[config.mk]
export PLATFORM = sky130hd
export DESIGN_NAME = fifo_sync
export DESIGN_NICKNAME = d
export VERILOG_FILES = /design/src/verilog/fifo_sync.sv
export SDC_FILE = /design/constraint.sdc
export NUM_CORES = 1
export LEC_CHECK = 0
export BUFFER_PORTS_ARGS = -buffer_cell sky130_fd_sc_hd__buf_2
export CAP_MARGIN = 40
export CORE_ASPECT_RATIO = 1.2
export CORE_MARGIN = 4
export CORE_UTILIZATION = 35
export CTS_CLUSTER_DIAMETER = 150
export DETAILED_ROUTE_END_ITERATION = 12
export PLACE_DENSITY = 0.53
export SKIP_CTS_REPAIR_TIMING = 1
export SLEW_MARGIN = 20
export SYNTH_ARGS = -nofsm -noshare
export SYNTH_HDL_FRONTEND = slang
export SYNTH_SLANG_ARGS = --single-unit
[constraint.sdc]
create_clock -name clk -period 3 [get_ports clk]
set_clock_uncertainty 0.05 [all_clocks]
set_input_delay 0.45 -clock clk [delete_from_list [all_inputs] [get_ports clk]]
set_output_delay 0.45 -clock clk [all_outputs]
set_load 0.1 [all_outputs]
[src/verilog/fifo_sync.sv]
`timescale 1ns/10ps

module fifo_sync
   #(parameter int WIDTH = 18,
     parameter int DEPTH_LOG2 = 4)
   (input  logic             clk,
    input  logic             rst_i,
    input  logic             clear_i,
    input  logic [WIDTH-1:0] data_i,
    input  logic             src_rdy_i,
    output logic             dst_rdy_o,
    output logic [WIDTH-1:0] data_o,
    output logic             src_rdy_o,
    input  logic             dst_rdy_i);

   logic [WIDTH-1:0] mem [2**DEPTH_LOG2];

   logic [DEPTH_LOG2-1:0] wr_ptr;
   logic [DEPTH_LOG2-1:0] rd_ptr;
   logic [DEPTH_LOG2:0]   count;
   logic                  push;
   logic                  pop;

   assign push = src_rdy_i & dst_rdy_o;
   assign pop = src_rdy_o & dst_rdy_i;

   always_ff @(posedge clk) begin
      if (push)
         mem[wr_ptr] <= data_i;
   end

   always_ff @(posedge clk) begin
      if (rst_i || clear_i) begin
         wr_ptr <= '0;
         rd_ptr <= '0;
         count <= '0;
      end else begin
         if (push)
            wr_ptr <= wr_ptr + 1'b1;
         if (pop)
            rd_ptr <= rd_ptr + 1'b1;
         // Simultaneous push and pop leaves the count alone
         if (push && !pop)
            count <= count + 1'b1;
         else if (pop && !push)
            count <= count - 1'b1;
      end
   end

   // Count only reaches the top bit when completely full
   assign dst_rdy_o = ~count[DEPTH_LOG2];
   assign src_rdy_o = |count;
   assign data_o = mem[rd_ptr];

endmodule

Word level (Yosys, flattened, before mapping)
Memories as Yosys holds them, arrays and structs flattened. A register that Yosys moved wholly into a read port is not among the register bits.
Cells that the tools add are included.
{ "classes": {"reduce_logical": 7, "n_mux": 6, "bitwise_logic": 3, "addsub": 4} }
{ "ops": {"columns": ["cell", "count"], "rows": [
  ["$mux W5", 2],
  ["$add A4 B1 Y4 const B", 2],
  ["$mux W4", 2],
  ["$add A5 B1 Y5 const B", 1],
  ["$reduce_or A5 Y1", 1],
  ["$sub A5 B1 Y5 const B", 1],
  ["$and A1 B1 Y1", 2],
  ["$logic_and A1 B1 Y1", 2],
  ["$logic_not A1 Y1", 2],
  ["$mux W1", 2],
  ["$reduce_bool A2 Y1", 1],
  ["$logic_or A1 B1 Y1", 1],
  ["$not A1 Y1", 1]
]} }
{ "word_totals": {"ram_bits": 288, "elab_cells": 24, "ff_bits": 13, "mem_count": 1} }
{ "memory_table": {"columns": ["memory", "depth", "word_bits", "read_ports", "rd_clocked_by_memory_dff", "wr", "line", "text"], "rows": [
  ["mem", 16, 18, 1, 1, 1, "16", "logic [WIDTH-1:0] mem [2**DEPTH_LOG2];"]
]} }

Logic depth before layout (Yosys ltp)
Gate-level depths: netlist (run 1).
{ "depth": {"ltp_word": 6, "mapped_depth": 9, "ltp_nobuf": 9} }

Least setup slack after synthesis (run 1)
No wires, ideal clock.
{ "synth_timing": {"kind": "register to register", "startpoint": "register count[1]", "endpoint": "register count[3]", "setup_time_ps": 127, "setup_slack_ps": 491, "t_required_ps": 2823, "n_path_buf": 0, "t_arrival_ps": 2332, "path_stages_with_launch": 10, "path_cell_list": "dfxtp_1 > or4_4 > o21ai_2 > ha_1 > inv_1 > ha_1 > a21o_1 > a21oi_1 > nor4_1 > or3_1"} }
{ "synth_via": {"elab_chain_len": 5} }
{ "synth_lines": {"columns": ["element", "line", "text"], "rows": [
  ["start, declared", "20", "logic [DEPTH_LOG2:0] count;"],
  ["start signal, assigned", "44", "count <= count + 1'b1;"],
  ["start signal, assigned", "46", "count <= count - 1'b1;"],
  ["branches (longest 5 deep; another with $sub A5 B1 Y5)", null, null]
]} }
Several ways; the timed one is not identified. The select of a mux whose other input is x is not followed.
A chain may end at the register's enable or synchronous reset.

==> results.py, run 1 <==
metrics = {
    "pwr": {
        "power_leakage_uw": 0.00456,
        "total_power_uw": 9840,
        "powerDensity_nw_per_um2": 703,
        "peakVddDrop_uv": 643,
    },
    "outcome": {
        "status": "finished clean",
    },
    "route": {
        "wl_um": 26500,
        "num_vias": 5630,
        "dr.pass1.iters": 4,
        "drt_iter0_markers": 494,
        "wire_per_inst_um": 23.8,
        "ant_nets": 0,
        "drc": 0,
        "drt-vias-per-instance": 5.05,
    },
    "worst_hold_path": {
        "hp-start": "data_i[3]",
        "hold_depth": 1,
        "hold_path_class": "in -> reg",
        "whs_endpoint": "mem[6][3]",
    },
    "job": {
        "maxCapViolations": 0,
    },
    "logic_synthesis": {
        "ys_seq_area_frac": 0.762,
        "synthArstFlopShare": 0,
        "syn_nets": 581,
        "synth_area_leaders": "edfxtp_1 73%, mux4_2 9.5%, mux4_1 4.9%",
        "yosys_warnings": 0,
        "synth_ff_type": "edfxtp_1",
        "ys_ff_latch": 305,
        "ys_types": 37,
        "synth.avg_cell_area_um2": 21.5,
        "netlist_area_um2": 11800,
        "synth_edf_count": 288,
        "syn_inst": 548,
        "synth_top_cell_by_area": "edfxtp_1",
        "synth_top_area_frac": 0.733,
    },
    "critical_path": {
        "cp.arrival_ns": 2.44,
        "critPathCaptureType": "primary output",
        "critical_path.max_stage_delay_ns": 0.51,
        "reg2reg_slack_ns": 0.19,
        "reg2regPathDepth": 9,
        "critPathKind": "reg -> out",
        "slowest_stage": "mux4_2",
        "r2r-start": "count[1]",
        "r2r-end": "count[4]",
        "cp_cell_sequence": "buf_16, mux4_2, a22oi_1, nand2_1, buf_4",
        "worstSetupStartpointType": "flip-flop",
        "critPathRequiredTime_ns": 2.50,
        "crit_fanout": 15,
    },
    "global_routing": {
        "overflow": 0,
        "grt_max_degree": 33,
        "grt_pass1_wl_um": 39200,
        "grt_pass1_vias": 6120,
        "antenna_found_initial": 1,
        "grtUsageTotal": 0.143,
    },
    "cells_and_area": {
        "areaGrowthSynthToFinish_pct": 18.7,
        "n_antenna_cell": 0,
        "layout-drive-gt1-share": 0.286,
        "nets": 675,
        "fin_area_um2": 14000,
    },
    "clocking": {
        "htreeDepth": 1,
        "cts-root-buf": "clkbuf_16",
        "clk_pin_slew_ns": 0.06,
        "numCtsBuffers": 30,
        "numClockSinks": 305,
        "clock_insertion_delay_worst_skew_ns": 0.56,
        "clk_path_buf_depth": 3,
        "cts_tree": "built",
    },
    "timing": {
        "hold_viol": 0,
        "slew_headroom": 0.544,
        "drv_slew": 0,
        "fin_crit_ns": 2.94,
        "max_freq_mhz": 340,
        "tightest_slew_ns": 0.684,
        "setup_viol": 0,
        "finalCritPeriodShare": 0.979,
    },
    "die": {
        "die_h_um": 209,
        "rows": 73,
        "io_pins": 43,
        "die_w_um": 176,
        "start_util": 0.355,
        "core_um2": 33200,
        "die_area_um2": 36700,
    },
    "place": {
        "place_area_um2": 12900,
        "io_buffers": 42,
        "gp_congestion": 0.748,
        "dp_hpwl_um": 15500,
    },
}
-- power by group --
| group | leakage [µW] | internal (µW) | switching, µW |
|---|---|---|---|
| combinational | 0.00136 | 492 | 919 |
| clock | 0.000457 | 2140 | 1510 |
| sequential | 0.00274 | 4730 | 47.9 |
| total | 0.00456 | 7360 | 2480 |
-- kinds of logic after synthesis --
| family | Yosys count | synth area share |
|---|---|---|
| flops | 305 | 0.762 |
| buf+inv | 31 | 0.0143 |
| fa+ha+maj | 10 | 0.0112 |
| mux | 74 | 0.146 |
| xor+xnor | 8 | 0.00594 |
| compound gates | 47 | 0.0294 |
| simple gates | 73 | 0.0311 |
-- placed cells by master, fill, tap and decap left out, types with 15 or more instances in the layout --
cell type	instances
buf_4	39
dfxtp_1	15
mux4_2	50
nor2_1	18
a22oi_1	33
and2_1	17
buf_2	29
mux4_1	22
clkbuf_16	33
nand2_1	21
edfxtp_1	288
-- flip-flops by register name, summed over array words and instances (netlist names), named ones only --
name and cells:
rd_ptr 4, count 5, wr_ptr 4, mem 288
-- worst max-delay path by stage --
| stage | to | from | slack (ns) | cells after the start |
|---|---|---|---|---|
| final | data_o[0] | flip-flop | 0.06 | 5 |
| after global routing | data_o[12] | flip-flop | -0.002 | 5 |
| after CTS | data_o[11] | flip-flop | -0.13 | 6 |
| after detailed placement | count[4] | count[1] | 0.27 | 9 |
| after global placement | count[3] | count[1] | 0.37 | 9 |
| after floorplan | count[3] | count[1] | 0.49 | 9 |
-- per-stage QoR --
stage / setup TNS (ns) / setup WS (ns) / instances / util / hold slack [ns]
3_3_place_gp: 0 / 0.372 / 1051 / 0.387 / 0.452
4_1_cts: -0.380 / -0.131 / 1105 / 0.416 / 0.199
6_report: 0 / 0.0618 / 1114 / 0.421 / 0.219
5_1_grt: -0.00903 / -0.00241 / 1114 / 0.421 / 0.215
3_5_place_dp: 0 / 0.272 / 1051 / 0.387 / 0.464
2_1_floorplan: 0 / 0.491 / 548 / - / 0.435
-- Yosys cell counts, drive strengths merged (6+ instances only) --
cell / instances
clkbuf: 10
xor2: 6
buf: 17
nor2: 19
mux4: 72
ha: 9
and2: 17
a22oi: 36
nand2: 21
dfxtp: 17
edfxtp: 288
-- layout make-up --
type / instances / area [µm²]
repair buffers: 89 / 812
clock inverters: 15 / 151
fillers: 2942 / 19200
flip-flops and latches: 305 / 8990
multi-input cells: 212 / 2660
well taps: 450 / 563
inverters: 4 / 15.0
clock buffers: 39 / 806
-- per-layer routing --
layer / part of all wire / GRT usage
met5: 0.00049 / 0
met4: 0.018 / 0.0368
met3: 0.057 / 0.0210
met2: 0.52 / 0.244
met1: 0.40 / 0.193
-- worst max-delay path: cells and delay by family, from the launching register on --
family                 cells  cell delay, ns
AO/OA/AOI/OAI              1            0.33
buffers and inverters      2            0.45
flip-flops                 1            0.47
multiplexers               1            0.51
AND/OR/NAND/NOR            1            0.11
No activity file was read; power rests on OpenSTA's default activity.
==> inputs of run 2 (changes only) <==
Clock period 3 ns to 3.3 ns, I/O delays scaled along.
==> run 2 against run 1 <==
Compared with the run above:
- utilization shrank 0.25 points
- sequential share of layout area is 0.38 points higher
- hold slack better by 0.042 ns
- wire length is 2.2% lower
- register-to-register slack better by 0.36 ns
- critical path type unchanged
- largest cell class unchanged
- cell count is 0.45% lower
- cell area fell by 0.59%
- clock power increased by 2%
- largest power group unchanged
- clock-buffer cell count fell by 7
- via count did not move
- die area did not move
==> results.py, run 2 (synthesis gave the netlist of run 1 again) <==
metrics = {
    "outcome": {
        "status": "finished clean",
    },
    "clocking": {
        "numCtsBuffers": 31,
        "clk_path_buf_depth": 3,
        "cts-root-buf": "clkbuf_16",
        "clock_insertion_delay_worst_skew_ns": 0.55,
        "cts_tree": "built",
        "htreeDepth": 1,
        "clk_pin_slew_ns": 0.06,
        "numClockSinks": 305,
    },
    "cells_and_area": {
        "largest_register": "mem",
        "seqCellArea_um2": 8990,
        "layout-drive-gt1-share": 0.294,
        "nFillCells": 2968,
        "multiInputGateArea_um2": 2650,
        "n_antenna_cell": 0,
        "top_regs": "mem: 288 flops, count: 5 flops",
        "areaGrowthSynthToFinish_pct": 18.0,
        "largest_reg_flops": 288,
        "mostFrequentLayoutCells": "288 x edfxtp_1, 50 x mux4_2, 42 x buf_2",
        "nets": 668,
        "final_common_cell": "edfxtp_1",
    },
    "timing": {
        "drv_slew": 0,
        "fin_crit_ns": 3.04,
        "finalCritPeriodShare": 0.920,
        "hold_viol": 0,
        "fin_setup_tns_ns": 0,
        "max_freq_mhz": 329,
        "setup_viol": 0,
        "tightest_slew_ns": 0.785,
        "rsz0062_at_grt": "no",
        "timing.hold.ws_ns": 0.262,
        "slew_headroom": 0.476,
    },
    "global_routing": {
        "busiest_layer": "met2",
        "met2_usage": 0.240,
        "grtUsageMet1": 0.189,
        "grt_util_met3": 0.0232,
        "grt_pass1_vias": 5959,
        "grt_pass1_wl_um": 38600,
        "grtUsageTotal": 0.141,
        "antenna_found_initial": 1,
        "overflow": 0,
        "grt_max_degree": 73,
    },
    "place": {
        "io_buffers": 42,
        "gp_congestion": 0.726,
        "dp_hpwl_um": 15000,
    },
    "critical_path": {
        "reg2regPathDepth": 9,
        "reg2reg_slack_ns": 0.55,
        "critPathRequiredTime_ns": 2.75,
        "critPathCapture": "data_o[13]",
        "cp.arrival_ns": 2.49,
        "critPathKind": "reg -> out",
        "slowest_stage": "mux4_1",
        "cpLargestDelayFamily": "multiplexers",
        "cp_num_cells": 5,
        "critPathCaptureType": "primary output",
        "r2r-start": "count[1]",
        "worstSetupStartpointType": "flip-flop",
        "cp.buffers_inverters": 2,
        "r2r-end": "count[3]",
        "critical_path.max_stage_delay_ns": 0.59,
        "cp_cell_sequence": "buf_12, mux4_1, a22oi_1, nand2_1, buf_2",
        "crit_fanout": 27,
    },
    "job": {
        "maxCapViolations": 0,
    },
    "pwr": {
        "powerDensity_nw_per_um2": 665,
        "power_leakage_uw": 0.00455,
        "peakVddDrop_uv": 460,
    },
    "route": {
        "num_vias": 5630,
        "drt_iter0_markers": 476,
        "drc": 0,
        "ant_nets": 0,
        "dr.pass1.iters": 4,
        "wire_per_inst_um": 23.4,
        "wl_um": 26000,
        "drt-vias-per-instance": 5.08,
    },
    "die": {
        "die_area_um2": 36700,
        "die_w_um": 176,
        "start_util": 0.355,
        "rows": 73,
        "io_pins": 43,
        "core_um2": 33200,
        "die_h_um": 209,
    },
    "worst_hold_path": {
        "hold_path_class": "in -> reg",
    },
}
## run 2: cell count changes in the layout (fill, tap and decap cells not counted), moves of 4 or more
| cell | before | now |
|---|---|---|
| buf_2 | 29 | 42 |
| clkbuf_1 | 8 | 1 |
| clkinv_2 | 1 | 9 |
| bufinv_16 | 3 | 7 |
| clkinv_1 | 8 | 3 |
| buf_4 | 39 | 31 |
| buf_12 | 12 | 8 |
## run 2: final cells by class
type                       instances  share of cell area
sequential                       305               0.646
multi-input combinational        212               0.190
clock buffer                      32              0.0560
tap                              450              0.0404
inverter                           4             0.00108
clock inverter                    25              0.0229
timing repair buffer              81              0.0433
## run 2: per-stage QoR
step | area, µm² | util | worst slack, ns | std cells | power (µW)
after floorplan | 11800 | - | 0.791 | 548 | 5360
after global placement | 12800 | 0.384 | 0.627 | 1046 | 5590
after detailed placement | 12800 | 0.384 | 0.571 | 1046 | 5620
after CTS | 13900 | 0.417 | 0.0323 | 1103 | 9380
after global routing | 13900 | 0.419 | 0.138 | 1109 | 9600
final | 13900 | 0.419 | 0.263 | 1109 | 9260
## run 2: how the worst min path moves through the flow
| stage | startpoint | slack (ns) | depth (start not counted) | endpoint |
|---|---|---|---|---|
| 2_1_floorplan | rd_ptr[3] | 0.43 | 2 | flip-flop |
| 4_1_cts | data_i[15] | 0.23 | 1 | mem[7][15] |
| 5_1_grt | data_i[15] | 0.25 | 1 | mem[7][15] |
| 3_3_place_gp | count[2] | 0.46 | 2 | count[2] |
| 6_report | data_i[15] | 0.26 | 1 | mem[7][15] |
| 3_5_place_dp | rd_ptr[3] | 0.48 | 2 | flip-flop |
## run 2: where the power goes
part	leakage [µW]	internal [µW]	switching (µW)
Sequential	0.00274	4300	41.8
Clock	0.000541	2270	1440
Combinational	0.00127	389	817
Total	0.00455	6960	2300
## run 2: routing by layer
metal	share of wire	routed length (µm)
met1	0.43	11100
met2	0.51	13200
met3	0.045	1160
met4	0.019	489
met5	0.00077	20
## run 2: worst register-to-register path, stage by stage, from the launching register on
cell,delay [ns]
dfxtp_1,0.35
or4_4,0.58
o21ai_2,0.24
ha_1,0.22
inv_1,0.11
ha_1,0.28
a21o_1,0.17
a21oi_1,0.16
nor4_1,0.06
or3_1,0.40
